==> config.mk <==
export PLATFORM = sky130hd
export DESIGN_NAME = icache_ctrl
export DESIGN_NICKNAME = d
export VERILOG_FILES = /design/src/hw/mem_pkg.sv /design/src/hw/icache_ctrl.sv
export SDC_FILE = /design/constraint.sdc
export NUM_CORES = 1
export LEC_CHECK = 0
export BUFFER_PORTS_ARGS = -buffer_cell sky130_fd_sc_hd__buf_2
export CAP_MARGIN = 20
export CORE_AREA = 4 4 229 231
export DETAILED_ROUTE_END_ITERATION = 12
export DIE_AREA = 0 0 233 235
export SYNTH_ARGS = -nofsm -noshare
export SYNTH_HDL_FRONTEND = slang
export SYNTH_SLANG_ARGS = --single-unit
==> constraint.sdc <==
create_clock -name clock -period 8.55 [get_ports clock]
set_input_delay 1.2825 -clock clock [delete_from_list [all_inputs] [get_ports clock]]
set_output_delay 1.2825 -clock clock [all_outputs]
set_load 0.02 [all_outputs]
==> src/hw/mem_pkg.sv <==
/*
  Shared bus and cache types for the memory front end.
  Cache geometry is fixed here: 128 direct-mapped lines of one 64-bit word.
*/
`default_nettype none

package mem_pkg;

  // Bus command encoding
  typedef enum logic [1:0] {
    BUS_NONE  = 2'd0,
    BUS_LOAD  = 2'd1,
    BUS_STORE = 2'd2
  } bus_cmd_t;

  typedef logic [3:0]  mem_tag_t;   // Zero means not accepted
  typedef logic [63:0] word_t;

  typedef logic [6:0]  line_idx_t;
  typedef logic [53:0] line_tag_t;

  localparam int ICACHE_LINES = 2 ** $bits(line_idx_t);

  // Cache view of an address
  typedef struct packed {
    line_tag_t   tag;
    line_idx_t   index;
    logic [2:0]  offset;   // Byte within the word
  } addr_fields_t;

  typedef union packed {
    logic [63:0]  raw;     // What the bus sees
    addr_fields_t f;
  } addr_t;

  // One bus request
  typedef struct packed {
    bus_cmd_t cmd;
    addr_t    addr;
    word_t    data;
  } mem_req_t;

  // Broadcast from memory when load data returns
  typedef struct packed {
    mem_tag_t tag;
    word_t    data;
  } mem_rsp_t;

  // Request at the data port
  typedef struct packed {
    logic  store;          // 1 = store, 0 = load
    addr_t addr;
    word_t data;
  } data_req_t;

endpackage

`default_nettype wire

==> src/hw/icache_ctrl.sv <==
/*
  Fetch controller. One miss outstanding at a time.
  A fill in flight completes even if fetch_pc moves on.
*/
`timescale 1ns/1ps
`default_nettype none

module icache_ctrl
  import mem_pkg::*;
(
  input  wire      clock,
  input  wire      rst,
  input  addr_t    fetch_pc,
  output logic     fetch_valid,
  output word_t    fetch_inst,
  output addr_t    rd_addr,
  input  word_t    rd_data,
  input  wire      rd_hit,
  output logic     wr_en,
  output addr_t    wr_addr,
  output word_t    wr_data,
  output mem_req_t req,
  input  mem_tag_t accept,
  input  mem_rsp_t mem_rsp
);

  typedef enum logic [1:0] {
    IC_IDLE,
    IC_REQ,    // Load on the bus until accepted
    IC_WAIT    // Waiting for tagged data
  } ic_state_t;

  ic_state_t state;
  addr_t     miss_addr;   // Line address of the miss
  mem_tag_t  pend_tag;
  logic      fill_now;
  logic      fill_hit;

  ////////////////////
  // Lookup and fill
  ////////////////////

  assign rd_addr  = fetch_pc;
  assign fill_now = (state == IC_WAIT) && (mem_rsp.tag == pend_tag);
  // Returning line is the one being fetched right now
  assign fill_hit = fill_now && (miss_addr.f.tag == fetch_pc.f.tag) &&
                    (miss_addr.f.index == fetch_pc.f.index);

  assign fetch_valid = fill_hit || rd_hit;
  assign fetch_inst  = fill_hit ? mem_rsp.data : rd_data;

  assign wr_en   = fill_now;
  assign wr_addr = miss_addr;
  assign wr_data = mem_rsp.data;

  // Bus request
  assign req.cmd  = (state == IC_REQ) ? BUS_LOAD : BUS_NONE;
  assign req.addr = miss_addr;
  assign req.data = '0;   // Loads carry no data

  ////////////////////
  // Miss FSM
  ////////////////////

  always_ff @(posedge clock)
  begin
    if (rst)
    begin
      state <= IC_IDLE;
    end
    else
    begin
      case (state)
        IC_IDLE:
        begin
          if (!rd_hit)
          begin
            state <= IC_REQ;
          end
        end
        IC_REQ:
        begin
          if (accept != '0)
          begin
            state <= IC_WAIT;
          end
        end
        IC_WAIT:
        begin
          if (fill_now)
          begin
            state <= IC_IDLE;
          end
        end
        default: state <= IC_IDLE;
      endcase
    end
  end

  // Miss address and tag, no reset needed
  always_ff @(posedge clock)
  begin
    if (state == IC_IDLE && !rd_hit)
    begin
      miss_addr.raw <= {fetch_pc.f.tag, fetch_pc.f.index, 3'b000};
    end
    if (state == IC_REQ && accept != '0)
    begin
      pend_tag <= accept;
    end
  end

endmodule

`default_nettype wire

-- After elaboration in Yosys (flattened, before gate mapping)
Cells that the tools add are included.
- register bits after elaboration: 67
- bits in latches: 0
- bits in writable memories: 0
- ROM bits: 0
- input bits: 203
- output and inout port bits: 388
- word-level logic and storage cells: 27
- memories: 0
- $add $sub $neg: 0
- multiply operators: 0
- div/mod/pow operators: 0
- order comparisons: 0
- equality and inequality tests: 8
- shifts and indexed selects: 0
- multiplexer cells: 6
- bitwise gates (word level): 0
- reduce and logical (&&, ||, !) cells: 10
- operator list (cell ; count):
    64-bit two-way mux ; 1
    54-bit equality test ; 1
    7-bit equality test ; 1
    2-bit two-way mux ; 3
    2-bit != test (second input constant) ; 3
    2-bit one-hot mux with 3 select lines ; 1
    1-bit logical AND ; 5
    4-bit equality test ; 1
    4-bit nonzero test ; 1
    3-bit AND reduction ; 1
    2-bit by 1-bit equality test with 1-bit output (second input constant) ; 1
    2-bit equality test (second input constant) ; 1
    2-bit logical NOT ; 1
    1-bit logical NOT ; 1
    1-bit logical OR ; 1
    1-bit two-way mux ; 1

-- Logic depth before layout (Yosys ltp)
- depth in word-level cells: 5
- depth in mapped cells: 8
- depth with buffers taken out: 6

-- Worst setup path before layout
Ideal clock, no wire load.
- kind: in2reg
- start point: input rd_hit
- end point: register miss_addr (netlist bit wr_addr[10]) (enable)
- setup time: 558 ps
- data arrival time: 5479 ps
- data required time: 7992 ps
- path slack: 2514 ps
- stages on the path: 1
- path buffers: 0
- cell sequence: nor3_1
- longest elaborated chain between the ends: 2
- ends and longest elaborated chain (element ; RTL line ; text):
    start: declaration ; icache_ctrl.sv:18 ; input wire rd_hit,
    1-bit logical NOT ; icache_ctrl.sv:103 ; if (state == IC_IDLE && !rd_hit)
    1-bit logical AND ; icache_ctrl.sv:103 ;
    end: declaration ; icache_ctrl.sv:34 ; addr_t miss_addr;
No other way between the ends.
A chain may end at the register's enable or synchronous reset.

-- Worst setup path after layout
- start point: input fetch_pc[21] (netlist name)
- end point: output fetch_inst[62]
- longest elaborated chain between the ends: 4
- ends and longest elaborated chain (element ; RTL line ; text):
    start: declaration ; icache_ctrl.sv:13 ; input addr_t fetch_pc,
    54-bit equality test ; icache_ctrl.sv:46 ; assign fill_hit = fill_now && (miss_addr.f.tag == fetch_pc.f.tag) &&
    1-bit logical AND (2 in series) ; icache_ctrl.sv:46 ;
    64-bit two-way mux ; icache_ctrl.sv:50 ; assign fetch_inst = fill_hit ? mem_rsp.data : rd_data;
    end: declaration ; icache_ctrl.sv:15 ; output word_t fetch_inst,
No other way between the ends.

==> summary.txt <==
Met3 Track Usage GR -> 2.62%
Core Area -> 50100 um^2
Fraction of layout cells with a size suffix above 1 -> 69.4%
Most frequent cells in the layout -> buf_2, conb_1, edfxtp_1
Critical setup path kind -> in2out
First-pass GRT wire length -> 27800 um
Required @ worst endpoint -> 7.27 ns
Min Tclk post-route -> 5.52 ns
CP top delay family -> simple AND/OR/NAND/NOR gates
Crit-path max cell delay -> 0.53 ns
Placed Cells incl. Taps -> 1487
Final HPWL DP -> 18000 um
Worst vdd ir -> 0.139 mV
Sequential share of the synthesized area -> 35.4%
Worst hold path class -> reg2reg
Maxcap violations -> 0
Site Rows -> 82
Commonest non-fill, non-tap cell in the layout -> buf_2
Final RePlAce weighted congestion -> 0.867
Remaining Overflow, GRT -> 0
Clock slew at reported path FFs -> 0.07 ns
Final setup margin -> 3.03 ns
Wire per inst -> 13.9 um
Synthesized cell area -> 5630 um^2
Seq cells post-synth -> 67
Startpoint Class -> primary input
Cts repair resizes -> 0
Initial antenna violation count -> 3
Area growth from synthesis to layout -> 34.7%
CTS tree -> done
DRC Markers -> 0
CP max FO -> 62
Ports -> 591
Critical path endpoint category -> output pin
Post-layout utilization of the core -> 15.1%
Synth Instances -> 497
Yosys warns -> 0
Crit-path slowest cell -> buf_4
Final setup viols -> 0
Fillers -> 5633
Count of cell types in the netlist -> 20
Via count -> 4398
Final slew viol count -> 0
CTS Hold Bufs -> 0
Layout net count -> 1029
WL final -> 20900 um
Pleak -> 3.78 nW
Die height -> 235 um
Worst Path Arrival -> 4.24 ns
Buffers plus inverters on the worst setup path -> 3
M2 GR Usage -> 13.4%
Setup WS pre-CTS -> 2.79 ns
P per Cell Area -> 151 nW/um^2
Slew HR -> 32.0%
RSZ-0062 raised after global routing -> no
DRT antenna net count -> 0
Crit-path cells -> buf_2 > xor2_1 > nor4_1 > nand4_1 > nor3_1 > nand4_1 > buf_4 > mux2_1 > buf_2
H-tree depth -> 3
Starting Density -> 11.2%
Worst-margin pin slew -> 1.02 ns
Fin. Hold Viols -> 0
Final worst path period share -> 64.6%
Drt pass-1 iters -> 4
DR vias/cell -> 2.92
Worst Skew -> 0.0184 ns
CTS Sinks -> 67
DR iter-0 viols -> 156
Overall Global Routing Usage -> 6.96%
Longest Clk Path Bufs -> 2
Busiest metal layer after global routing -> met2
Post-CTS Setup Inserts -> 0
FMAX -> 0.181 GHz
DIE AREA -> 54800 um^2
Post-route insts no fill -> 1504
Number of global-route vias before repair -> 4348
Worst-skew pair later-pin latency -> 0.37 ns
Die W -> 233 um
CTS Buf Count -> 9
CTS root buffer -> clkbuf_16
Syn_area_per_cell -> 11.3 um^2
Status -> completed
Largest net degree at the start of global routing -> 63
TNS Setup -> 0 ns
Buffers on Ports -> 513
Met1 Use GR -> 6.70%
-- sequential cells by signal (all words and copies together), names as in the netlist --
register	flops
pend_tag	4
state	2
wr_addr	61
-- cells in the mapped netlist --
cell type | n | area (um^2)
dfxtp_1 | 2 | 40.0
edfxtp_1 | 65 | 1950
mux2_4 | 36 | 541
nor3b_1 | 1 | 7.51
buf_6 | 5 | 56.3
mux2_1 | 18 | 203
xor2_1 | 53 | 464
a31oi_1 | 1 | 6.26
nand4_1 | 7 | 43.8
conb_1 | 1 | 3.75
nor4_1 | 14 | 87.6
nor2_1 | 3 | 11.3
nor3_1 | 4 | 20.0
mux2_2 | 10 | 113
nand2b_1 | 1 | 6.26
xnor2_1 | 12 | 105
buf_4 | 261 | 1960
a21oi_1 | 1 | 5.00
buf_1 | 1 | 3.75
inv_1 | 1 | 3.75
-- stage by stage --
| step | hold WS, ns | area (um^2) | power [mW] |
|---|---|---|---|
| after global routing | 0.641 | 7580 | 1.21 |
| after CTS | 0.572 | 7580 | 1.18 |
| after detailed placement | 0.564 | 7300 | 0.784 |
| after floorplan | 0.523 | 5890 | 0.712 |
| final | 0.574 | 7580 | 1.15 |
| after global placement | 0.549 | 7300 | 0.783 |
-- per-layer routing --
layer	vias to the layer above	wire (um)	share of wire (%)
met4	0	295	1.4
met2	341	11200	54
met3	16	2250	11
li1	2009	-	-
met1	2032	7160	34
met5	-	0	0
-- worst reg2reg max path: cells and delay by family, from the launching register on --
kind	cells	cell delay (ns)
buffers and inverters	1	0.70
DFF	1	0.35
and+or+nand+nor	1	0.51
-- layout make-up --
type,count,area [um^2],share of cell area (%)
clock buffer,10,229,3.02
tap,672,841,11.1
timing repair buffer,515,2580,34.1
sequential,67,1990,26.3
inverter,1,3.75,0.0495
clock inverter,6,48.8,0.643
antenna,1,2.50,0.0330
multi-input combinational,232,1880,24.8
-- final timing paths --
path	from	to	slack (ns)	cells past startpoint
worst max-delay path	fetch_pc[21]	fetch_inst[62]	3.03	9
worst min-delay path	state[1]	state[1]	0.57	2
worst max register to register	state[1]	wr_addr[52]	6.49	2
worst min register to register	state[1]	state[1]	0.57	2
-- where the power goes --
| part | internal, mW | total, mW | switching (mW) |
|---|---|---|---|
| clock network | 0.200 | 0.374 | 0.174 |
| logic | 0.123 | 0.361 | 0.239 |
| registers | 0.391 | 0.412 | 0.0213 |
| total | 0.713 | 1.15 | 0.434 |
-- logic make-up (layout without fill, tap and decap cells) --
group | count (synthesis) | in the layout | synth area share [%]
multiplexers | 64 | 64 | 15.2
buffers and inverters | 268 | 532 | 35.9
flip-flops | 67 | 67 | 35.4
AND/OR/NAND/NOR | 30 | 30 | 3.13
XOR/XNOR | 65 | 65 | 10.1
other | 1 | 72 | 0.0666
AO/OA/AOI/OAI | 2 | 2 | 0.200
No activity file was read; power rests on OpenSTA's default activity.
