## src/hw/mem_pkg.sv

```systemverilog
/*
  Shared bus and cache types for the memory front end.
  Cache geometry is fixed here: 128 direct-mapped lines of one 64-bit word.
*/
`default_nettype none

package mem_pkg;

  // Bus command encoding
  typedef enum logic [1:0] {
    BUS_NONE  = 2'd0,
    BUS_LOAD  = 2'd1,
    BUS_STORE = 2'd2
  } bus_cmd_t;

  typedef logic [3:0]  mem_tag_t;   // Zero means not accepted
  typedef logic [63:0] word_t;

  typedef logic [6:0]  line_idx_t;
  typedef logic [53:0] line_tag_t;

  localparam int ICACHE_LINES = 2 ** $bits(line_idx_t);

  // Cache view of an address
  typedef struct packed {
    line_tag_t   tag;
    line_idx_t   index;
    logic [2:0]  offset;   // Byte within the word
  } addr_fields_t;

  typedef union packed {
    logic [63:0]  raw;     // What the bus sees
    addr_fields_t f;
  } addr_t;

  // One bus request
  typedef struct packed {
    bus_cmd_t cmd;
    addr_t    addr;
    word_t    data;
  } mem_req_t;

  // Broadcast from memory when load data returns
  typedef struct packed {
    mem_tag_t tag;
    word_t    data;
  } mem_rsp_t;

  // Request at the data port
  typedef struct packed {
    logic  store;          // 1 = store, 0 = load
    addr_t addr;
    word_t data;
  } data_req_t;

endpackage

`default_nettype wire

```

## src/hw/mem_arbiter.sv

```systemverilog
/*
  Combinational bus arbiter. Data side wins whenever it drives a command;
  the accept response goes back only to the client that owned the bus.
*/
`timescale 1ns/1ps
`default_nettype none

module mem_arbiter
  import mem_pkg::*;
(
  input  mem_req_t dreq,
  input  mem_req_t ireq,
  output mem_req_t mem_req,
  input  mem_tag_t mem_response,
  output mem_tag_t d_accept,
  output mem_tag_t i_accept
);

  logic d_owns;   // Data port owns the bus this cycle

  assign d_owns = (dreq.cmd != BUS_NONE);

  assign mem_req = d_owns ? dreq : ireq;

  // Route accept tag to the owner
  assign d_accept = d_owns ? mem_response : '0;
  assign i_accept = d_owns ? '0 : mem_response;

endmodule

`default_nettype wire

```

## config.mk

```make
export PLATFORM = sky130hd
export DESIGN_NAME = mem_arbiter
export DESIGN_NICKNAME = d
export VERILOG_FILES = /design/src/hw/mem_pkg.sv /design/src/hw/mem_arbiter.sv
export SDC_FILE = /design/constraint.sdc
export NUM_CORES = 1
export LEC_CHECK = 0
export BUFFER_PORTS_ARGS = -buffer_cell sky130_fd_sc_hd__buf_2
export CORE_AREA = 2 2 155 157
export DETAILED_ROUTE_END_ITERATION = 12
export DIE_AREA = 0 0 157 159
export PLACE_DENSITY = 0.46
export SLEW_MARGIN = 30
export SYNTH_ARGS = -nofsm -noshare
export SYNTH_HDL_FRONTEND = slang
export SYNTH_SLANG_ARGS = --single-unit
export TNS_END_PERCENT = 10
```

## constraint.sdc

```tcl
create_clock -name vclk -period 1.1
set_input_delay 0.055 -clock vclk [all_inputs]
set_output_delay 0.055 -clock vclk [all_outputs]
set_load 0.02 [all_outputs]
```

## After elaboration in Yosys (flattened, before gate mapping)

Cells that the tools add are included.

- Mux-type cells: 3
- Reduce and logical (&&, ||, !) cells: 1

Operators with widths:

| cell | number |
|---|---|
| 130-bit 2-to-1 mux | 1 |
| 4-bit 2-to-1 mux | 2 |
| 2-bit nonzero test | 1 |

- Flip-flop bits (word level): 0
- Input bits: 264
- Output and inout bits: 138

## Depth between registers and ports, before layout

Gate-level depths: netlist of run 1.

- Depth after elaboration: 2
- Gate-level depth with buffers: 4
- Gate-level depth less buffers: 2

## Worst setup path after synthesis of run 1

No wires, ideal clock.

- Path type: input port to output port
- From: in dreq[129] (netlist name)
- To: out mem_req[86] (netlist name)
- Data arrival time: 0.942 ns
- Data required time: 1.045 ns
- Path slack: 0.103 ns
- Stages: 4
- Buffers on the path: 2
- Cells stage by stage: nor2_4 buf_6 buf_4 mux2_1

RTL lines:

| element | RTL line | text |
|---|---|---|
| start: declaration | mem_arbiter.sv:11 | `input mem_req_t dreq,` |
| end: declaration | mem_arbiter.sv:13 | `output mem_req_t mem_req,` |

==> results.py, run 1 <==
metrics = {
    "status": {
        "status": "finished, violations left",
        "violations": "setup timing",
    },
    "final_layout": {
        "multiInputGateArea_um2": 1590,
        "antenna_cells": 0,
        "final_util": 0.196,
        "drive_above_1_share": 0.975,
        "final-instance-count-excl-fill": 888,
        "nClkBuffers": 0,
        "layout_commonest_cell": "buf_2",
        "seq_area_um2": 0,
        "syn2layout_area_growth_pct": 183,
        "num-nets-final": 835,
        "fillCellCount": 2602,
        "nFlopsAndLatches": 0,
        "final_cell_mix": "buf_2, mux2_2, buf_6",
    },
    "drt": {
        "viasPerCell": 3.35,
        "wl_um": 12700,
        "ant_nets": 0,
        "avgRoutedWirePerCell_um": 14.4,
        "dr.pass1.iters": 3,
        "remaining_drc_errors": 0,
        "drtIter0Drc": 44,
        "vias": 2976,
    },
    "critical_path": {
        "critical_path_cell_count": 7,
        "worstSetupEndpointType": "output pin",
        "path_max_fanout": 10,
        "critPathRequiredTime_ns": 1.04,
        "max_stage_delay_ns": 0.33,
        "critPathCapture": "mem_req[4]",
        "critPathBufInv": 5,
        "crit_path_cell_trace": "buf_8 -> nor2_4 -> buf_6 -> buf_12 -> clkbuf_16 -> mux2_2 -> buf_2",
        "cp_data_arrival_time_ns": 1.25,
        "worstSetupPathType": "in2out",
        "start_kind": "primary input",
        "slowest_stage": "mux2_2",
        "setup.worst_path.start": "dreq[128]",
        "critPathTopFamily": "buffers and inverters",
    },
    "sta": {
        "slew_headroom": 0.886,
        "hold_viol": 0,
        "max_freq_mhz": 766,
        "layout_min_cycle_time_ns": 1.31,
        "rsz0062_at_grt": "yes",
        "tightest_slew_ns": 0.171,
        "finalSetupViolCount": 131,
        "slew_viol_final": 0,
        "fin_crit_sh": 1.19,
        "layout_setup_ws_ns": -0.206,
    },
    "die": {
        "rows": 56,
        "dieArea_um2": 25000,
        "die_h_um": 159,
        "initial_core_util": 0.0694,
        "coreArea_um2": 23200,
        "io_pins": 402,
        "die_w_um": 157,
    },
    "yosys": {
        "yosysUniqueCellTypes": 11,
        "seq_area_frac_synth": 0,
        "syn_area_per_cell_um2": 10.4,
        "syn-cell-area_um2": 1610,
        "synthCells": 155,
        "yosys_warnings": 0,
        "syn_nets": 419,
    },
    "flow_run": {
        "maxCapViolations": 0,
    },
    "power": {
        "leakagePower_nw": 2.42,
        "peakVddDrop_v": 0.000241,
        "p_total_mw": 2.24,
        "pwr_density_cell_nw_per_um2": 492,
    },
    "hold_path": {
        "hp-class": "in2out",
        "min_path_cells": 3,
    },
    "placed_design": {
        "gp_congestion": 0.780,
        "dp.final_hpwl_um": 10800,
        "port_buffers": 402,
        "dp.cells": 877,
    },
    "grt": {
        "grtUsageTotal": 0.0845,
        "antenna_found_initial": 2,
        "grt_pass1_vias": 2882,
        "grt.overflow.total": 0,
        "grt_start_max_net_pins": 29,
        "grt_pass1_wl_um": 15900,
    },
    "clocking": {
        "hold_buffers": 0,
    },
}
-- metrics by stage --
step           hold WS, ns  TNS, ns  worst slack [ns]  instance area (um^2)
6_report             0.420   -16.58            -0.206                  4550
5_1_grt              0.436   -22.84            -0.247                  4550
4_1_cts              0.431   -16.63            -0.198                  4310
3_5_place_dp         0.439   -20.13            -0.235                  4080
3_3_place_gp         0.435   -19.21            -0.229                  4080
2_1_floorplan        0.271        0             0.103                  1610
-- worst min path at each step --
| stage | end | startpoint | slack, ns |
|---|---|---|---|
| 6_report | mem_req[15] | ireq[15] | 0.42 |
| 5_1_grt | mem_req[102] | ireq[102] | 0.44 |
| 4_1_cts | mem_req[66] | ireq[66] | 0.43 |
| 3_5_place_dp | mem_req[87] | dreq[87] | 0.44 |
| 3_3_place_gp | mem_req[87] | dreq[87] | 0.44 |
| 2_1_floorplan | mem_req[128] | dreq[128] | 0.27 |
-- where the power goes --
part	total, mW	switching (mW)	leakage (nW)	internal, mW
clock	0	0	0	0
sequential	0	0	0	0
combinational	2.24	1.08	2.42	1.16
-- cell type report --
cell class	count	share of cell area
multi-input cells	139	0.349
inverters	2	0.00165
well taps	319	0.0877
repair buffers	428	0.561
-- worst min-delay path, delay by kind of cell --
kind	cells	cell delay, ns
buffers and inverters	2	0.17
muxes	1	0.13
-- cell usage after synthesis --
library cell,number,area [um^2]
buf_2,9,45.0
and2_1,4,25.0
inv_1,2,7.51
a21o_1,1,7.51
nor2b_1,4,25.0
nor2_4,1,11.3
mux2_2,125,1410
mux2_1,3,33.8
buf_6,1,11.3
o21ai_0,1,5.00
buf_4,4,30.0
-- layer usage --
metal  global-route usage  up-vias  wire length [um]
met1               0.0816     1315              4460
met4              0.00125        2                29
met5                    0        -                 8
met3               0.0174        6              1260
li1                     -     1413                 -
met2                0.185      240              6990
-- cell families after synthesis --
family / after synthesis / synth area share
AND/OR/NAND/NOR: 9 / 0.0381
multiplexers: 128 / 0.896
buffers and inverters: 16 / 0.0583
AO/OA/AOI/OAI: 2 / 0.00777
-- what timing repair did --
item	4_1_cts	5_1_grt
pin swaps	1	1
endpoints found under the setup margin	125	134
resized for setup	40	49
buffers inserted	3	3
hold endpoints to repair	0	0
gates cloned	3	2
Power figures use the tool's default switching activity.
==> run 2, diff against run 1 <==
REMOVE_ABC_BUFFERS = 1   (was default)
==> results.py, run 2 (synthesized netlist as in run 1, its figures left out) <==
metrics = {
    "critical_path": {
        "path_max_fanout": 14,
        "worstSetupEndpointType": "output pin",
        "cp_data_arrival_time_ns": 1.19,
        "start_kind": "primary input",
        "worstSetupPathType": "in2out",
        "critPathRequiredTime_ns": 1.04,
    },
    "clocking": {
        "hold_buffers": 0,
    },
    "status": {
        "violations": "setup timing",
        "status": "finished, violations left",
    },
    "grt": {
        "gr-usage-met2": 0.170,
        "grt_pass1_wl_um": 15500,
        "grt_use_met3": 0.0114,
        "grtUsageTotal": 0.0813,
        "grt_start_max_net_pins": 58,
        "grt.busiest_layer": "met2",
        "globalRouteMet1Util": 0.0890,
        "antenna_found_initial": 2,
        "grt_pass1_vias": 2896,
        "grt.overflow.total": 0,
    },
    "drt": {
        "drtIter0Drc": 57,
        "vias": 2969,
        "viasPerCell": 3.35,
        "ant_nets": 0,
        "avgRoutedWirePerCell_um": 14.6,
        "dr.pass1.iters": 4,
        "remaining_drc_errors": 0,
        "wl_um": 12900,
    },
    "final_layout": {
        "nFlopsAndLatches": 0,
        "syn2layout_area_growth_pct": 180,
        "layout_commonest_cell": "buf_2",
        "final_cell_mix": "buf_2, mux2_2, buf_6",
        "num-nets-final": 831,
        "fillCellCount": 2594,
        "drive_above_1_share": 0.973,
        "nClkBuffers": 0,
        "seq_area_um2": 0,
        "final_util": 0.194,
    },
    "placed_design": {
        "dp.final_hpwl_um": 11000,
        "port_buffers": 402,
        "gp_congestion": 0.782,
    },
    "power": {
        "pwr_density_cell_nw_per_um2": 496,
        "p_total_mw": 2.24,
        "peakVddDrop_v": 0.000201,
        "leakagePower_nw": 2.42,
    },
    "hold_path": {
        "hp-class": "in2out",
    },
    "sta": {
        "layout_min_cycle_time_ns": 1.24,
        "max_freq_mhz": 806,
        "hold_viol": 0,
        "slew_headroom": 0.872,
        "slew_viol_final": 0,
        "rsz0062_at_grt": "yes",
        "layout_setup_ws_ns": -0.140,
        "fin_crit_sh": 1.13,
        "finalSetupViolCount": 126,
        "totalNegativeSetupSlack_ns": -11.93,
        "tightest_slew_ns": 0.192,
    },
    "die": {
        "rows": 56,
        "coreArea_um2": 23200,
        "die_h_um": 159,
        "dieArea_um2": 25000,
        "die_w_um": 157,
        "io_pins": 402,
        "initial_core_util": 0.0694,
    },
    "flow_run": {
        "maxCapViolations": 0,
    },
}
[run 2: critical path, cell delays in order]
cell and delay, ns:
buf_6 0.10, nor2_4 0.16, buf_12 0.16, clkbuf_16 0.19, mux2_2 0.34, buf_2 0.16
[run 2: worst paths after layout]
kind                  startpoint           to  slack [ns]  depth (start not counted)
worst max-delay path   dreq[128]  mem_req[29]       -0.14                          6
worst min-delay path    dreq[32]  mem_req[32]        0.42                          3
[run 2: final cells by class]
| cell class | instances | area [um^2] | area share |
|---|---|---|---|
| antenna | 1 | 2.50 | 0.000555 |
| timing repair buffer | 424 | 2480 | 0.551 |
| multi-input combinational | 139 | 1620 | 0.358 |
| inverter | 2 | 7.51 | 0.00166 |
| tap | 319 | 399 | 0.0885 |
[run 2: report_power, final]
group	internal [mW]	switching, mW
Sequential	0	0
Combinational	1.16	1.08
Clock	0.000000122	0
[run 2: timing repair]
action | 4_1_cts | 5_1_grt
gates resized for setup | 26 | 64
cloned | 0 | 4
endpoints found under the setup margin | 128 | 128
buffers inserted | 0 | 1
pin swaps | 0 | 1
[run 2: per-layer routing]
layer / up-vias / share of wire
li1: 1409 / -
met1: 1316 / 0.38
met2: 238 / 0.51
met3: 4 / 0.10
met4: 2 / 0.0028
met5: - / 0.00062
[run 2: stage by stage]
step	setup WS (ns)	instance area, um^2	hold slack, ns	std cells
finish	-0.140	4510	0.424	885
global route	-0.176	4510	0.437	884
CTS	-0.190	4190	0.439	879
detailed placement	-0.226	4100	0.439	879
global placement	-0.220	4100	0.438	879
floorplan	-1.44	1520	0.271	141
==> run 3, diff against run 2 <==
--- a/config.mk
+++ b/config.mk
@@ -6,5 +6,5 @@
 export NUM_CORES = 1
 export LEC_CHECK = 0
-export BUFFER_PORTS_ARGS = -buffer_cell sky130_fd_sc_hd__buf_2
+export BUFFER_PORTS_ARGS = -buffer_cell sky130_fd_sc_hd__clkbuf_2
 export CORE_AREA = 2 2 155 157
 export DETAILED_ROUTE_END_ITERATION = 12
==> constraint.sdc (replaced) <==
create_clock -name vclk -period 1.1
set_input_delay 0.055 -clock vclk [all_inputs]
set_output_delay 0.055 -clock vclk [all_outputs]
set_load 0.01 [all_outputs]
==> results.py, run 3 (synthesized netlist as in run 1, its figures left out) <==
metrics = {
    "status": {
        "status": "finished, violations left",
        "violations": "setup timing",
    },
    "drt": {
        "avgRoutedWirePerCell_um": 15.0,
        "viasPerCell": 3.38,
        "vias": 2990,
        "drtIter0Drc": 47,
        "ant_nets": 0,
        "dr.pass1.iters": 3,
        "wl_um": 13300,
        "remaining_drc_errors": 0,
    },
    "sta": {
        "layout_min_cycle_time_ns": 1.23,
        "max_freq_mhz": 814,
        "finalSetupViolCount": 127,
        "tightest_slew_ns": 0.212,
        "hold_viol": 0,
        "totalNegativeSetupSlack_ns": -10.07,
        "slew_headroom": 0.858,
        "slew_viol_final": 0,
        "rsz0062_at_grt": "yes",
        "layout_setup_ws_ns": -0.129,
        "fin_crit_sh": 1.12,
    },
    "placed_design": {
        "dp.final_hpwl_um": 11100,
        "port_buffers": 402,
        "dp.cells": 876,
        "place_area_um2": 4080,
        "gp_congestion": 0.804,
    },
    "power": {
        "pwr-share-comb": 1.000,
        "p_total_mw": 2.00,
        "leakagePower_nw": 2.62,
        "switching_power_mw": 0.813,
        "seqPwrFrac": 0,
        "pwr_density_cell_nw_per_um2": 433,
        "clkPwrFrac": 0,
        "peakVddDrop_v": 0.000219,
        "p_int_mw": 1.19,
        "p_sw_frac": 0.406,
    },
    "final_layout": {
        "seq_area_um2": 0,
        "nClkBuffers": 0,
        "layout_commonest_cell": "clkbuf_2",
        "syn2layout_area_growth_pct": 187,
        "drive_above_1_share": 0.975,
        "final_cell_mix": "clkbuf_2, mux2_2, mux2_4",
        "final-instance-count-excl-fill": 885,
        "nFlopsAndLatches": 0,
        "post-route-cell-area_um2": 4620,
        "num-nets-final": 831,
    },
    "critical_path": {
        "critPathRequiredTime_ns": 1.04,
        "max_stage_delay_ns": 0.34,
        "slowest_stage": "mux2_2",
        "critPathTopFamily": "buffers and inverters",
        "crit_path_cell_trace": "buf_6 -> nor2_4 -> buf_12 -> clkbuf_16 -> mux2_2 -> clkbuf_2",
        "start_kind": "primary input",
        "path_max_fanout": 14,
        "critPathBufInv": 4,
        "cp_data_arrival_time_ns": 1.17,
        "worstSetupPathType": "in2out",
        "worstSetupEndpointType": "output pin",
    },
    "grt": {
        "grt.overflow.total": 0,
        "grtUsageTotal": 0.0891,
        "grt_start_max_net_pins": 29,
        "grt_pass1_wl_um": 16900,
        "grt_pass1_vias": 2903,
        "antenna_found_initial": 2,
    },
    "flow_run": {
        "maxCapViolations": 0,
    },
    "die": {
        "rows": 56,
        "die_w_um": 157,
        "coreArea_um2": 23200,
        "initial_core_util": 0.0694,
        "dieArea_um2": 25000,
        "die_h_um": 159,
        "io_pins": 402,
    },
    "hold_path": {
        "hp-class": "in2out",
    },
}
[run 3: layer usage]
metal  wire, um  track usage
met1       5180       0.0957
met2       6700        0.182
met3       1290       0.0161
met4         97      0.00959
met5          8            0
[run 3: path summary, 6_finish.rpt]
kind / start / endpoint / slack (ns) / depth (start not counted)
min: ireq[32] / mem_req[32] / 0.41 / 3
max: dreq[129] / mem_req[85] / -0.13 / 6
[run 3: layout make-up]
| class | instances | area, um^2 |
|---|---|---|
| Fill cell | 2590 | 18600 |
| Timing Repair Buffer | 424 | 2480 |
| Multi-Input combinational cell | 139 | 1730 |
| Tap cell | 319 | 399 |
| Inverter | 2 | 7.51 |
| Antenna cell | 1 | 2.50 |
[run 3: through the flow]
stage               hold slack, ns   util  worst slack (ns)
detailed placement           0.408  0.176            -0.180
global route                 0.423  0.199            -0.166
global placement             0.409  0.176            -0.175
floorplan                    0.212      -             -1.41
CTS                          0.411  0.191            -0.167
finish                       0.410  0.199            -0.129
[run 3: power by group through the flow]
stage / Clock (mW) / Combinational, mW / Sequential [mW]
after CTS: 0 / 1.92 / 0
after global routing: 0 / 2.14 / 0
after global placement: 0 / 1.70 / 0
final: 0.000000122 / 2.00 / 0
after detailed placement: 0 / 1.71 / 0
after floorplan: 0 / 0.732 / 0
[run 3: repair_timing]
action / in CTS / in global routing
gates resized for setup: 69 / 39
hold buffers: 0 / 0
setup buffers: 4 / 0
gates cloned: 2 / 3
endpoints found under the setup margin: 126 / 128
hold endpoints to repair: 0 / 0
pin swaps: 1 / 1
