[src/hw/mem_pkg.sv]
/*
  Shared bus and cache types for the memory front end.
  Cache geometry is fixed here: 128 direct-mapped lines of one 64-bit word.
*/
`default_nettype none

package mem_pkg;

  // Bus command encoding
  typedef enum logic [1:0] {
    BUS_NONE  = 2'd0,
    BUS_LOAD  = 2'd1,
    BUS_STORE = 2'd2
  } bus_cmd_t;

  typedef logic [3:0]  mem_tag_t;   // Zero means not accepted
  typedef logic [63:0] word_t;

  typedef logic [6:0]  line_idx_t;
  typedef logic [53:0] line_tag_t;

  localparam int ICACHE_LINES = 2 ** $bits(line_idx_t);

  // Cache view of an address
  typedef struct packed {
    line_tag_t   tag;
    line_idx_t   index;
    logic [2:0]  offset;   // Byte within the word
  } addr_fields_t;

  typedef union packed {
    logic [63:0]  raw;     // What the bus sees
    addr_fields_t f;
  } addr_t;

  // One bus request
  typedef struct packed {
    bus_cmd_t cmd;
    addr_t    addr;
    word_t    data;
  } mem_req_t;

  // Broadcast from memory when load data returns
  typedef struct packed {
    mem_tag_t tag;
    word_t    data;
  } mem_rsp_t;

  // Request at the data port
  typedef struct packed {
    logic  store;          // 1 = store, 0 = load
    addr_t addr;
    word_t data;
  } data_req_t;

endpackage

`default_nettype wire

[src/hw/dport_ctrl.sv]
/*
  Load/store port with a single request outstanding.
  A store is done when accepted; a load when its tagged data returns.
*/
`timescale 1ns/1ps
`default_nettype none

module dport_ctrl
  import mem_pkg::*;
(
  input  wire       clock,
  input  wire       rst,
  input  wire       data_valid,
  input  data_req_t data_req,
  output logic      data_ready,
  output logic      data_done,
  output word_t     data_rdata,
  output mem_req_t  req,
  input  mem_tag_t  accept,
  input  mem_rsp_t  mem_rsp
);

  typedef enum logic [1:0] {
    DP_IDLE,
    DP_REQ,
    DP_WAIT
  } dp_state_t;

  dp_state_t state;
  data_req_t held;        // Request being served
  mem_tag_t  pend_tag;    // Tag of the load in flight
  logic      accepted;
  logic      load_back;

  assign data_ready = (state == DP_IDLE);
  assign accepted   = (state == DP_REQ) && (accept != '0);
  assign load_back  = (state == DP_WAIT) && (mem_rsp.tag == pend_tag);

  assign data_done  = (accepted && held.store) || load_back;
  assign data_rdata = mem_rsp.data;

  assign req.cmd  = (state != DP_REQ) ? BUS_NONE :
                    held.store        ? BUS_STORE : BUS_LOAD;
  assign req.addr = held.addr;
  assign req.data = held.data;

  always_ff @(posedge clock)
  begin
    if (rst)
    begin
      state <= DP_IDLE;
    end
    else
    begin
      case (state)
        DP_IDLE:
        begin
          if (data_valid)
          begin
            state <= DP_REQ;
          end
        end
        DP_REQ:
        begin
          if (accepted)
          begin
            state <= held.store ? DP_IDLE : DP_WAIT;
          end
        end
        DP_WAIT:
        begin
          if (load_back)
          begin
            state <= DP_IDLE;
          end
        end
        default: state <= DP_IDLE;
      endcase
    end
  end

  always_ff @(posedge clock)
  begin
    if (data_valid && data_ready)
    begin
      held <= data_req;
    end
    if (accepted)
    begin
      pend_tag <= accept;
    end
  end

endmodule

`default_nettype wire

[config.mk]
export PLATFORM = sky130hd
export DESIGN_NAME = dport_ctrl
export DESIGN_NICKNAME = d
export VERILOG_FILES = /design/src/hw/mem_pkg.sv /design/src/hw/dport_ctrl.sv
export SDC_FILE = /design/constraint.sdc
export NUM_CORES = 1
export LEC_CHECK = 0
export ABC_CLOCK_PERIOD_IN_PS = 9100
export BUFFER_PORTS_ARGS = -buffer_cell sky130_fd_sc_hd__buf_2
export CAP_MARGIN = 30
export CORE_AREA = 2 2 158 160
export CTS_BUF_LIST = sky130_fd_sc_hd__clkbuf_8 sky130_fd_sc_hd__clkbuf_16
export DETAILED_ROUTE_END_ITERATION = 8
export DIE_AREA = 0 0 160 162
export PLACE_DENSITY = 0.57
export SETUP_SLACK_MARGIN = 0.4
export SLEW_MARGIN = 0
export SYNTH_ARGS = -nofsm -noshare
export SYNTH_HDL_FRONTEND = slang
export SYNTH_SLANG_ARGS = --single-unit
[constraint.sdc]
create_clock -name clock -period 9.1 [get_ports clock]
set_input_delay 0.455 -clock clock [delete_from_list [all_inputs] [get_ports clock]]
set_output_delay 0.455 -clock clock [all_outputs]
set_load 0.01 [all_outputs]
# After elaboration in Yosys (flattened, before gate mapping)
# Cells that the tools add are included.
dict set report classes {
  add_sub_neg 0
  mul 0
  div 0
  magnitude_cmp 0
  n_eq_ne 7
  shift 0
  muxes 7
  bitwise_logic 0
  n_reduce_logical 8
}
# op n
set op_table {}
lappend op_table {{2-bit two-way mux} 6}
lappend op_table {{2-bit inequality test (second input constant)} 3}
lappend op_table {{2-bit one-hot mux with 3 select lines} 1}
lappend op_table {{4-bit equality test} 1}
lappend op_table {{1-bit logical AND} 4}
lappend op_table {{4-bit nonzero test} 1}
lappend op_table {{3-bit AND reduction} 1}
lappend op_table {{2-bit by 1-bit equality test with 1-bit output (second input constant)} 1}
lappend op_table {{2-bit equality test (second input constant)} 1}
lappend op_table {{2-bit zero test} 1}
lappend op_table {{2-bit by 1-bit inequality test with 1-bit output (second input constant)} 1}
lappend op_table {{1-bit logical OR} 1}
dict set report word_totals {
  regBits 135
  latch_bits 0
  ram_bits 0
  rom_bits 0
  in_bits 204
  elab_cells 27
  n_memories 0
}

# Logic depth before layout (Yosys ltp)
# Gate-level depths: netlist of the first run.
dict set report depth {
  ltp_word 4
  mapped_depth 3
}

# Worst setup path after synthesis of the first run
# Ideal clock, no wire load.
dict set report synth_path {
  kind {register to register}
  start {register state[0]}
  end {register held[128] (netlist bit) (enable)}
  setup_time_ns 0.503
  t_arrival_ns 3.558
  required_time_ns 8.597
  path_slack_ns 5.039
  stages_incl_launch_ff 3
  n_path_buf 0
  period_less_slack_ns 4.061
  cell_sequence {dfxtp_1 > nor2_1 > and2_1}
}
dict set report synth_via {
  elab_chain_len 2
}
# item line_no
set synth_lines {}
lappend synth_lines {{start: declaration} dport_ctrl.sv:29} ;# dp_state_t state;
lappend synth_lines {{start signal: assignment} dport_ctrl.sv:67} ;# state <= held.store ? DP_IDLE : DP_WAIT;
lappend synth_lines {{2-bit zero test} dport_ctrl.sv:35} ;# assign data_ready = (state == DP_IDLE);
lappend synth_lines {{named net data_ready} dport_ctrl.sv:15} ;# output logic data_ready,
lappend synth_lines {{1-bit logical AND} dport_ctrl.sv:84} ;# if (data_valid && data_ready)
lappend synth_lines {{end signal: assignment} dport_ctrl.sv:86} ;# held <= data_req;
lappend synth_lines {{end: declaration} dport_ctrl.sv:30} ;# data_req_t held;
# The timed path passes the listed nets, and every way through them passes these cells.
# A chain may end at the register's enable or synchronous reset.

# Final worst setup path of the first run
dict set report layout_path {
  start {register state[0]}
  end {register held (netlist bit req[107]) (enable)}
}
dict set report layout_via {
  elab_chain_len 2
}
# item line_no
set layout_lines {}
lappend layout_lines {{2-bit zero test} dport_ctrl.sv:35}
lappend layout_lines {{1-bit logical AND} dport_ctrl.sv:84}
# Every way passes these cells.

==> insert_results.sql, run 1 <==
INSERT INTO impl_metrics (metric_group, metric, value, unit) VALUES
('critical_path', 'crit_path_end_kind', 'register', ''),
('floorplanning', 'die-width', '160', 'µm'),
('floorplanning', 'initial_utilization', '23.3', '%'),
('route', 'route.final.wire_length', '13.8', 'mm'),
('clock_tree', 'clkTransAtPathRegs', '0.07', 'ns'),
('layout', 'layout_common_cells', 'sky130_fd_sc_hd__buf_2 (271), sky130_fd_sc_hd__edfxtp_1 (133), sky130_fd_sc_hd__clkbuf_16 (17), sky130_fd_sc_hd__nor2_1 (5), sky130_fd_sc_hd__xnor2_1 (4)', ''),
('power_and_ir_drop', 'p_leak', '2.68', 'nW'),
('floorplanning', 'chipHeight', '162', 'µm'),
('logic_synthesis', 'synth-warning-count', '0', ''),
('clock_tree', 'clock_tree.root_cell', 'sky130_fd_sc_hd__clkbuf_16', ''),
('layout', 'final_core_util', '27.0', '%'),
('timing', 'timing.clock.skew', '0.00973', 'ns'),
('power_and_ir_drop', 'clock_power_share', '42.9', '%'),
('route', 'dr.pass1.iters', '4', ''),
('global_routing', 'overflow', '0', ''),
('timing', 'timing.final.crit_period', '2.46', 'ns'),
('clock_tree', 'h-tree-depth', '4', ''),
('outcome', 'status', 'finished, final reports clean', ''),
('critical_path', 'slowest_stage_cell_cp', 'sky130_fd_sc_hd__buf_4', ''),
('clock_tree', 'cts_max_path_buffers', '2', ''),
('clock_tree', 'tritoncts.num_buffers', '17', ''),
('logic_synthesis', 'synth.mux.area_fraction', '0', '%'),
('logic_synthesis', 'synthTopCellsByArea', 'sky130_fd_sc_hd__edfxtp_1 (71%), sky130_fd_sc_hd__buf_4 (26%), sky130_fd_sc_hd__dfxtp_1 (0.71%), sky130_fd_sc_hd__xnor2_1 (0.62%), sky130_fd_sc_hd__nor4_4 (0.38%)', ''),
('logic_synthesis', 'netlist.area_leader.share', '71.0', '%'),
('global_routing', 'first_global_vias', '2936', ''),
('logic_synthesis', 'postSynthRegisterBits', '135', ''),
('global_routing', 'grt_use_total', '10.4', '%'),
('global_routing', 'grt_pass1_wl', '18.7', 'mm'),
('layout', 'layout.cells.most_common', 'sky130_fd_sc_hd__buf_2', ''),
('route', 'route.detailed.vias_per_inst', '3.50', ''),
('worst_hold_path', 'hp-class', 'in2reg', ''),
('critical_path', 'crit_required', '9.13', 'ns'),
('logic_synthesis', 'synth_simple_gate_area_share', '1.47', '%'),
('timing', 'fin_setup_tns', '0', 'ns'),
('timing', 'max_slew_violations', '0', ''),
('logic_synthesis', 'dominant_combinational_cell_family_by_area_after_synthesis', 'buffers and inverters', ''),
('timing', 'count_of_endpoints_failing_hold_in_the_final_timing_report', '0', ''),
('power_and_ir_drop', 'vdd.ir_drop.worst', '0.0935', 'mV'),
('critical_path', 'critPathLaunch', 'state[0]', ''),
('layout', 'synthToLayoutAreaGrowth', '15.7', '%'),
('logic_synthesis', 'synth_fa_ha_area_share', '0', '%'),
('worst_hold_path', 'worst_hold_startpoint', 'data_req[84]', ''),
('timing', 'finalSetupViolations', '0', ''),
('logic_synthesis', 'ys_dominant_reg_cell', 'sky130_fd_sc_hd__edfxtp_1', ''),
('clock_tree', 'ctsResizeCount', '0', ''),
('timing', 'max_slew_margin', '35.7', '%'),
('critical_path', 'critical_path_peak_fanout', '72', ''),
('logic_synthesis', 'post_synth_xor_area_fraction', '0.623', '%'),
('power_and_ir_drop', 'pwr-share-seq', '49.1', '%'),
('power_and_ir_drop', 'net-switching-power', '0.000360', 'W'),
('power_and_ir_drop', 'intPower', '0.00116', 'W'),
('route', 'postRouteAntennaNets', '0', ''),
('clock_tree', 'clock_insertion_delay_worst_skew', '0.41', 'ns'),
('floorplanning', 'core_area', '0.0241', 'mm²'),
('route', 'detailedRoute.firstIterationViolations', '149', ''),
('timing', 'rsz_0062_raised_after_global_routing', 'false', ''),
('logic_synthesis', 'post_synth_num_cell_types', '15', ''),
('power_and_ir_drop', 'pwr_density_cell', '234', 'mW/mm²'),
('placed_design', 'hpwlAfterDp', '10.6', 'mm'),
('timing', 'achievable-frequency', '407', 'MHz'),
('logic_synthesis', 'post-synth-top-area-cell', 'sky130_fd_sc_hd__edfxtp_1', ''),
('layout', 'drive_above_1_share', '66.7', '%'),
('clock_tree', 'post_cts_hold_buffer_count', '0', ''),
('critical_path', 'worst_ep_arrival_time', '2.49', 'ns'),
('logic_synthesis', 'synth_cells', '348', ''),
('logic_synthesis', 'synth-edff-count', '133', ''),
('critical_path', 'path_class', 'reg2reg', ''),
('flow_run', 'cap_violations', '0', ''),
('route', 'number_of_drc_violations_after_detailed_routing', '0', ''),
('logic_synthesis', 'synth_compound_gate_area_share', '0.534', '%'),
('placed_design', 'port-buffer-count', '271', '');
## worst max-delay path: cells and delay by family (launching register included)
family	cells	cell delay, ns
DFF	1	0.34
and+or+nand+nor	2	0.81
buffers and inverters	1	0.83
## stage by stage
| stage | setup slack [ns] | hold WS (ns) | power (W) | instances | area (µm²) |
|---|---|---|---|---|---|
| 2_1_floorplan | 5.04 | 0.440 | 0.000885 | 348 | 5630 |
| 3_3_place_gp | 6.61 | 0.458 | 0.000886 | 752 | 5960 |
| 3_5_place_dp | 6.53 | 0.469 | 0.000888 | 752 | 5960 |
| 4_1_cts | 6.58 | 0.182 | 0.00156 | 783 | 6510 |
| 5_1_grt | 6.43 | 0.182 | 0.00159 | 783 | 6510 |
| 6_report | 6.64 | 0.213 | 0.00152 | 784 | 6510 |
## state kept, by name, indices dropped and copies added, names as in the netlist
signal	flops
state	2
req	128
pend_tag	4
held	1
## cell type report
type                            count  area [µm²]
Clock buffer                       17         425
Inverter                            1        3.75
Antenna cell                        1        2.50
Tap cell                          324         405
Fill cell                        2562       17600
Clock inverter                     14         126
Multi-Input combinational cell     20         150
Timing Repair Buffer              272        1360
Sequential cell                   135        4030
## layer usage
layer / global-route usage, % / vias up / routed length (µm) / part of all wire (%)
met5: 0 / - / 21 / 0.15
met4: 6.80 / 4 / 653 / 4.7
met3: 5.39 / 74 / 1490 / 11
met2: 18.9 / 177 / 7480 / 54
met1: 8.99 / 1277 / 4150 / 30
li1: - / 1210 / - / -
## cells by family after synthesis
group                  after synthesis
AO/OA/AOI/OAI                        3
XOR/XNOR                             4
buffers and inverters              193
flip-flops                         135
AND/OR/NAND/NOR                     13
## power by group through the flow
stage / logic [W] / clock network, W / registers [W]
floorplan: 0.000121 / 0 / 0.000763
global placement: 0.000125 / 0 / 0.000761
detailed placement: 0.000127 / 0 / 0.000762
CTS: 0.000127 / 0.000682 / 0.000749
global route: 0.000133 / 0.000706 / 0.000752
finish: 0.000123 / 0.000653 / 0.000748
## cells in the mapped netlist, types with 2 or more instances
cell type / count
sky130_fd_sc_hd__edfxtp_1: 133
sky130_fd_sc_hd__buf_4: 192
sky130_fd_sc_hd__nand2b_1: 3
sky130_fd_sc_hd__xnor2_1: 4
sky130_fd_sc_hd__nor2_1: 5
sky130_fd_sc_hd__dfxtp_1: 2
## worst paths after layout
check | to | slack (ns) | cells past startpoint
worst max-delay path | req[107] | 6.64 | 3
worst min-delay path | req[84] | 0.21 | 1
worst max register to register | req[107] | 6.64 | 3
worst min register to register | state[0] | 0.48 | 1
(Power assumes the default switching activity.)
==> run 2, diff against run 1 <==
- ABC_CLOCK_PERIOD_IN_PS: 9100 -> 2100
- PLACE_DENSITY: 0.57 -> 0.58
- clock period: 9.1 -> 2.1 ns (I/O delays scaled with it)
==> run 2 against run 1 <==
Sequential cell count is the same. Core utilization grew 6.2 points. Design area grew 23%. Sequential power grew to 4.3 times the previous value. Critical path depth grew 1. Via count grew 19%. Total power grew to 4.7 times the previous value. Largest power group unchanged. Highest routed layer is now met4.
==> insert_results.sql, run 2 (synthesized netlist as in run 1, its figures left out) <==
INSERT INTO impl_metrics (metric_group, metric, value, unit) VALUES
('outcome', 'status', 'finished, final reports clean', ''),
('layout', 'number_of_flip_flops_under_the_largest_register_name', '128', ''),
('power_and_ir_drop', 'power.share.combinational', '10.8', '%'),
('clock_tree', 'tritoncts.num_buffers', '17', ''),
('route', 'number_of_drc_violations_after_detailed_routing', '0', ''),
('clock_tree', 'tritoncts', 'yes', ''),
('critical_path', 'critical_path_peak_fanout', '2', ''),
('timing', 'max_slew_margin', '73.2', '%'),
('global_routing', 'pin_count_of_the_biggest_net_entering_global_routing', '40', ''),
('power_and_ir_drop', 'power_switching_share', '23.4', '%'),
('floorplanning', 'rows', '57', ''),
('flow_run', 'cap_violations', '0', ''),
('floorplanning', 'chipHeight', '162', 'µm'),
('critical_path', 'slowest_stage_cell_cp', 'sky130_fd_sc_hd__edfxtp_1', ''),
('placed_design', 'port-buffer-count', '271', ''),
('clock_tree', 'clock_insertion_delay_worst_skew', '0.41', 'ns'),
('critical_path', 'crit_path_end_kind', 'output port', ''),
('clock_tree', 'clkSinkCount', '135', ''),
('global_routing', 'first_global_vias', '3630', ''),
('route', 'route.detailed.vias_per_inst', '3.54', ''),
('power_and_ir_drop', 'pwr-share-seq', '45.2', '%'),
('global_routing', 'grt_use_total', '11.8', '%'),
('layout', 'layout.cells.most_common', 'sky130_fd_sc_hd__buf_2', ''),
('power_and_ir_drop', 'net-switching-power', '0.00168', 'W'),
('global_routing', 'overflow', '0', ''),
('timing', 'count_of_endpoints_failing_hold_in_the_final_timing_report', '0', ''),
('floorplanning', 'core_area', '0.0241', 'mm²'),
('timing', 'rsz_0062_raised_after_global_routing', 'true', ''),
('power_and_ir_drop', 'pwr_density_cell', '896', 'mW/mm²'),
('route', 'detailroute.via_count', '3264', ''),
('route', 'route.final.wire_length', '15.7', 'mm'),
('route', 'postRouteAntennaNets', '0', ''),
('placed_design', 'hpwlAfterDp', '11.0', 'mm'),
('critical_path', 'path_cells', 'xnor2_1, nand4_1, o32ai_2, buf_2', ''),
('route', 'detailedRoute.firstIterationViolations', '140', ''),
('global_routing', 'grt_pass1_wl', '21.8', 'mm'),
('floorplanning', 'die_area', '0.0259', 'mm²'),
('timing', 'fin_setup_tns', '0', 'ns'),
('timing', 'timing.clock.skew', '0.00666', 'ns'),
('timing', 'achievable-frequency', '612', 'MHz'),
('route', 'dr.pass1.iters', '4', ''),
('global_routing', 'antenna_found_initial', '1', ''),
('critical_path', 'timing.critical_path.from_type', 'register', ''),
('layout', 'synthToLayoutAreaGrowth', '42.2', '%'),
('timing', 'timing.final.crit_period', '1.63', 'ns'),
('layout', 'layout_common_cells', 'sky130_fd_sc_hd__buf_2 (271), sky130_fd_sc_hd__dlygate4sd3_1 (135), sky130_fd_sc_hd__edfxtp_1 (133), sky130_fd_sc_hd__clkbuf_16 (17), sky130_fd_sc_hd__inv_6 (5)', ''),
('critical_path', 'crit_path_max_incr_delay', '0.38', 'ns'),
('route', 'drt-wirelength-per-cell', '17.0', 'µm'),
('timing', 'max_slew_violations', '0', ''),
('clock_tree', 'cts_max_path_buffers', '2', ''),
('floorplanning', 'ioPinCount', '400', ''),
('timing', 'finalSetupViolations', '0', ''),
('placed_design', 'gp_congestion', '0.754', ''),
('clock_tree', 'clock_tree.root_cell', 'sky130_fd_sc_hd__clkbuf_16', ''),
('floorplanning', 'die-width', '160', 'µm'),
('power_and_ir_drop', 'p_leak', '3.31', 'nW'),
('critical_path', 'worst_ep_arrival_time', '1.53', 'ns'),
('critical_path', 'path_class', 'reg2out', ''),
('layout', 'drive_above_1_share', '52.5', '%'),
('clock_tree', 'clkTransAtPathRegs', '0.06', 'ns'),
('layout', 'final_core_util', '33.2', '%'),
('timing', 'finalCritPeriodShare', '77.8', '%'),
('timing', 'timing_worst_slew_pin_value', '0.402', 'ns'),
('floorplanning', 'initial_utilization', '23.3', '%'),
('critical_path', 'crit_required', '2.00', 'ns'),
('worst_hold_path', 'hp-class', 'in2reg', ''),
('power_and_ir_drop', 'intPower', '0.00549', 'W'),
('power_and_ir_drop', 'vdd.ir_drop.worst', '0.430', 'mV'),
('power_and_ir_drop', 'clock_power_share', '44.0', '%'),
('clock_tree', 'h-tree-depth', '4', ''),
('layout', 'number_of_nets_in_the_final_layout', '789', '');
-- run 2: final timing paths --
path	from	cells after the start	to	slack (ns)
worst max register to register	state[1]	3	req[33]	0.61
worst min register to register	state[1]	1	state[0]	0.47
worst max-delay path	pend_tag[2]	4	data_done	0.47
worst min-delay path	mem_rsp[65]	4	state[1]	0.17
-- run 2: area by class of cell --
class	instances	area, µm²
clock buffer	17	425
sequential	135	4040
tap	324	405
clock inverter	15	189
antenna	1	2.50
fill	2395	16100
timing repair buffer	410	2780
inverter	1	3.75
multi-input combinational	20	165
-- run 2: critical path, delay by kind of cell, from the launching register on --
| kind | cells | cell delay [ns] |
|---|---|---|
| xor gates and xnor gates | 1 | 0.18 |
| DFF | 1 | 0.38 |
| AOI/OAI and AO/OA | 1 | 0.19 |
| buffers and inverters | 1 | 0.19 |
| and+or+nand+nor | 1 | 0.19 |
-- run 2: repair_timing --
item | CTS | global route
hold buffers | 135 | 1
cloned | 0 | 0
endpoints found under the setup margin | 1 | 2
pin swaps | 0 | 6
buffers inserted | 0 | 1
gates resized for setup | 1 | 0
endpoints found under the hold margin | 134 | 1
-- run 2: routing by layer --
layer	up-vias	routed length (µm)	global-route usage [%]	share of wire (%)
met2	182	8600	21.9	55
li1	1490	-	-	-
met5	-	0	0	0
met3	52	1320	4.65	8.4
met1	1540	5130	10.9	33
met4	0	660	7.33	4.2
-- run 2: power groups by stage --
stage	clock, W	sequential [W]	combinational [W]
2_1_floorplan	0	0.00329	0.000528
3_3_place_gp	0	0.00329	0.000575
3_5_place_dp	0	0.00330	0.000581
4_1_cts	0.00324	0.00324	0.000781
5_1_grt	0.00334	0.00326	0.000828
6_report	0.00316	0.00324	0.000774
-- run 2: through the flow --
| step | total power [W] | instance area (µm²) | instances | hold slack, ns | worst slack (ns) |
|---|---|---|---|---|---|
| final | 0.00717 | 8000 | 923 | 0.169 | 0.465 |
| after global routing | 0.00743 | 8000 | 923 | 0.175 | 0.359 |
| after CTS | 0.00727 | 7990 | 921 | 0.131 | 0.401 |
| after detailed placement | 0.00388 | 6020 | 754 | 0.210 | 0.612 |
| after global placement | 0.00387 | 6020 | 754 | 0.210 | 0.638 |
| after floorplan | 0.00382 | 5640 | 348 | 0.162 | 0.255 |
==> run 3, diff against run 2 <==
- ABC_AREA: default -> 1
- ABC_CLOCK_PERIOD_IN_PS: 2100 -> 1600
- CORE_AREA: 2 2 158 160 -> 2 2 154 156
- DIE_AREA: 0 0 160 162 -> 0 0 156 158
- PLACE_DENSITY: 0.58 -> 0.59
- clock period: 2.1 -> 1.6 ns (I/O delays scaled with it)
==> run 3 against run 2 <==
Via count rose by 8.2%. Wire length increased by 5.8%. Hold slack got worse by 0.11 ns. Die area is 4.9% lower. Global-route usage rose by 1.2 points. Sequential share of layout area fell by 5.1 points. Setup slack got worse by 0.32 ns. Core utilization rose by 5.5 points. Sequential power grew 32%. Critical path type is now reg2reg. Combinational power grew 110%. Design area increased by 11%. Critical path depth up 3.
==> insert_results.sql, run 3 <==
INSERT INTO impl_metrics (metric_group, metric, value, unit) VALUES
('critical_path', 'timing.critical_path.from_type', 'register', ''),
('route', 'postRouteAntennaNets', '0', ''),
('timing', 'max_slew_margin', '88.2', '%'),
('power_and_ir_drop', 'p_leak', '3.80', 'nW'),
('clock_tree', 'tritoncts', 'yes', ''),
('timing', 'count_of_endpoints_failing_hold_in_the_final_timing_report', '0', ''),
('floorplanning', 'ioPinCount', '400', ''),
('logic_synthesis', 'synth.yosys.seq_area_share', '70.8', '%'),
('timing', 'timing.final.crit_period', '1.45', 'ns'),
('layout', 'layout_common_cells', 'sky130_fd_sc_hd__buf_2 (268), sky130_fd_sc_hd__dlygate4sd3_1 (134), sky130_fd_sc_hd__edfxtp_1 (133), sky130_fd_sc_hd__clkbuf_16 (18), sky130_fd_sc_hd__nand2_1 (17)', ''),
('critical_path', 'timing.critical_path.max_delay_family', 'buffers and inverters', ''),
('placed_design', 'gp_congestion', '0.713', ''),
('clock_tree', 'clkTransAtPathRegs', '0.06', 'ns'),
('logic_synthesis', 'synth_common_cells', 'sky130_fd_sc_hd__buf_4 (192), sky130_fd_sc_hd__edfxtp_1 (133), sky130_fd_sc_hd__nand2_1 (18)', ''),
('critical_path', 'critical_path_peak_fanout', '6', ''),
('logic_synthesis', 'netlist.area_leader.share', '70.1', '%'),
('logic_synthesis', 'post_synth_num_cell_types', '14', ''),
('worst_hold_path', 'worst_hold_path.endpoint', 'state[0]', ''),
('layout', 'number_of_standard_cells_in_the_layout_taps_in_and_fillers_out', '958', ''),
('floorplanning', 'initial_utilization', '24.7', '%'),
('logic_synthesis', 'synth-warning-count', '0', ''),
('timing', 'finalSetupViolations', '0', ''),
('outcome', 'status', 'finished, final reports clean', ''),
('floorplanning', 'chipHeight', '158', 'µm'),
('critical_path', 'crit-reg2reg-launch', 'state[1]', ''),
('timing', 'max_slew_violations', '0', ''),
('global_routing', 'overflow', '0', ''),
('clock_tree', 'tritoncts.num_buffers', '17', ''),
('layout', 'final_core_util', '38.7', '%'),
('layout', 'drive_above_1_share', '54.5', '%'),
('placed_design', 'hpwlAfterDp', '10.8', 'mm'),
('critical_path', 'crit_path_max_incr_delay', '0.36', 'ns'),
('layout', 'number_of_flip_flops_under_the_largest_register_name', '128', ''),
('critical_path', 'crit_path_end_kind', 'register', ''),
('global_routing', 'antenna_found_initial', '0', ''),
('critical_path', 'slowest_stage_cell_cp', 'sky130_fd_sc_hd__dfxtp_4', ''),
('floorplanning', 'die-width', '156', 'µm'),
('timing', 'timing.clock.skew', '0.0117', 'ns'),
('logic_synthesis', 'postSynthRegisterBits', '135', ''),
('global_routing', 'first_global_vias', '3870', ''),
('route', 'route.final.wire_length', '16.6', 'mm'),
('critical_path', 'r2r_setup_slack', '0.15', 'ns'),
('worst_hold_path', 'hp-class', 'in2reg', ''),
('clock_tree', 'clock_insertion_delay_worst_skew', '0.41', 'ns'),
('critical_path', 'path_cells', 'nor2_4, nand2_2, clkinvlp_4, buf_12, buf_8, buf_12, buf_16', ''),
('floorplanning', 'rows', '56', ''),
('layout', 'antenna_cells_inserted', '0', ''),
('timing', 'fin_setup_tns', '0', 'ns'),
('critical_path', 'worst_ep_arrival_time', '1.57', 'ns'),
('global_routing', 'pin_count_of_the_biggest_net_entering_global_routing', '17', ''),
('critical_path', 'critPathMostFrequentCell', 'sky130_fd_sc_hd__buf_12', ''),
('global_routing', 'grt_use_total', '13.1', '%'),
('logic_synthesis', 'avgSynthCellArea', '15.1', 'µm²'),
('route', 'number_of_drc_violations_after_detailed_routing', '0', ''),
('timing', 'achievable-frequency', '689', 'MHz'),
('critical_path', 'worst-r2r-cell-count', '7', ''),
('logic_synthesis', 'synthMostInstantiatedCell', 'sky130_fd_sc_hd__buf_4', ''),
('route', 'route.detailed.vias_per_inst', '3.69', ''),
('logic_synthesis', 'synth-edff-count', '133', ''),
('logic_synthesis', 'ys_dominant_reg_cell', 'sky130_fd_sc_hd__edfxtp_1', ''),
('floorplanning', 'die_area', '0.0246', 'mm²'),
('placed_design', 'dpl.cell_count', '756', ''),
('logic_synthesis', 'postSynth.asyncResetShare', '0', '%'),
('critical_path', 'path_class', 'reg2reg', ''),
('critical_path', 'timing.rr.end', 'req[28]', ''),
('worst_hold_path', 'worst_hold_startpoint', 'accept[2]', ''),
('logic_synthesis', 'synthTopCellsByArea', 'sky130_fd_sc_hd__edfxtp_1 (70%), sky130_fd_sc_hd__buf_4 (25%), sky130_fd_sc_hd__nand2_1 (1.2%), sky130_fd_sc_hd__inv_1 (0.86%), sky130_fd_sc_hd__dfxtp_1 (0.70%)', ''),
('logic_synthesis', 'post-synth-top-area-cell', 'sky130_fd_sc_hd__edfxtp_1', ''),
('route', 'drt-wirelength-per-cell', '17.3', 'µm'),
('placed_design', 'port-buffer-count', '271', ''),
('clock_tree', 'cts_max_path_buffers', '2', ''),
('route', 'detailedRoute.firstIterationViolations', '91', ''),
('clock_tree', 'clkSinkCount', '135', ''),
('route', 'detailroute.via_count', '3532', ''),
('timing', 'rsz_0062_raised_after_global_routing', 'true', ''),
('logic_synthesis', 'postSynthNetCount', '580', ''),
('power_and_ir_drop', 'vdd.ir_drop.worst', '0.632', 'mV'),
('clock_tree', 'clock_tree.root_cell', 'sky130_fd_sc_hd__clkbuf_16', ''),
('power_and_ir_drop', 'finalPower', '0.0103', 'W'),
('critical_path', 'crit_required', '1.72', 'ns'),
('floorplanning', 'core_area', '0.0231', 'mm²'),
('logic_synthesis', 'synth_cells', '376', ''),
('timing', 'finalCritPeriodShare', '90.8', '%'),
('critical_path', 'critPathBufInv', '5', ''),
('layout', 'synthToLayoutAreaGrowth', '56.5', '%'),
('logic_synthesis', 'syn_area', '0.00569', 'mm²'),
('layout', 'number_of_nets_in_the_final_layout', '860', ''),
('global_routing', 'grt_pass1_wl', '22.9', 'mm'),
('flow_run', 'cap_violations', '0', ''),
('worst_hold_path', 'worstHoldPathCells', '4', ''),
('route', 'dr.pass1.iters', '5', ''),
('clock_tree', 'h-tree-depth', '4', ''),
('power_and_ir_drop', 'pwr_density_cell', '1150', 'mW/mm²'),
('layout', 'layout.cells.most_common', 'sky130_fd_sc_hd__buf_2', ''),
('timing', 'timing_worst_slew_pin_value', '0.176', 'ns');
## run 3: cell count changes after synthesis, moves of 2 or more
cell,delta
sky130_fd_sc_hd__nand2_1,+18
sky130_fd_sc_hd__nand2b_1,-3
sky130_fd_sc_hd__xnor2_1,-4
sky130_fd_sc_hd__a21oi_2,+2
sky130_fd_sc_hd__nor2_2,+3
sky130_fd_sc_hd__inv_1,+12
sky130_fd_sc_hd__nand3_1,+2
## run 3: final cells by class
| class | count | area [µm²] |
|---|---|---|
| clock buffers | 17 | 425 |
| repair buffers | 453 | 3590 |
| fillers | 2093 | 14100 |
| clock inverters | 14 | 230 |
| inverters | 14 | 58.8 |
| multi-input cells | 35 | 201 |
| well taps | 290 | 363 |
| flip-flops and latches | 135 | 4040 |
## run 3: tightest hold or removal path: stages
cell	delay (ns)
sky130_fd_sc_hd__buf_2	0.10
sky130_fd_sc_hd__nor2_2	0.05
sky130_fd_sc_hd__nand3_1	0.12
sky130_fd_sc_hd__a21oi_1	0.09
## run 3: repair_timing
item / 4_1_cts / 5_1_grt
setup endpoints to repair: 120 / 133
hold buffers: 134 / 0
pin swaps: 3 / 3
hold endpoints to repair: 135 / 0
gates cloned: 11 / 1
gates resized for setup: 44 / 12
setup buffers: 20 / 5
## run 3: logic make-up (layout without fill, tap and decap cells)
kind of cell    after synthesis  in the layout  synth area share, %
flops                       135            135                 70.8
compound gates                3              3                0.395
buf+inv                     206            498                 26.2
simple gates                 32             32                 2.53
## run 3: worst max path at each step
stage	from	endpoint	slack, ns	depth (start not counted)
CTS	pend_tag[3]	data_done	0.13	6
global route	pend_tag[1]	data_done	0.06	6
detailed placement	state[0]	req[56]	0.21	5
global placement	state[0]	req[56]	0.25	5
floorplan	state[1]	held[128]	-1.18	3
finish	state[1]	req[28]	0.15	7
## run 3: metrics by stage
stage	hold WS [ns]	instance area [µm²]	setup slack, ns
global placement	0.160	6120	0.253
floorplan	0.142	5710	-1.18
detailed placement	0.160	6120	0.207
CTS	0.0388	8780	0.129
global route	0.0667	8910	0.0628
finish	0.0596	8910	0.148
## run 3: layer usage
metal / wire [µm] / track usage [%] / vias to the layer above
li1: - / - / 1647
met1: 5410 / 12.1 / 1653
met2: 9080 / 24.7 / 188
met3: 1500 / 4.98 / 44
met4: 622 / 7.03 / 0
met5: 0 / 0 / -
## run 3: power breakdown
group	leakage, nW	total [W]	internal (W)	switching (W)
Clock	0.320	0.00438	0.00291	0.00147
Combinational	2.20	0.00159	0.000942	0.000652
Sequential	1.29	0.00429	0.00422	0.0000743
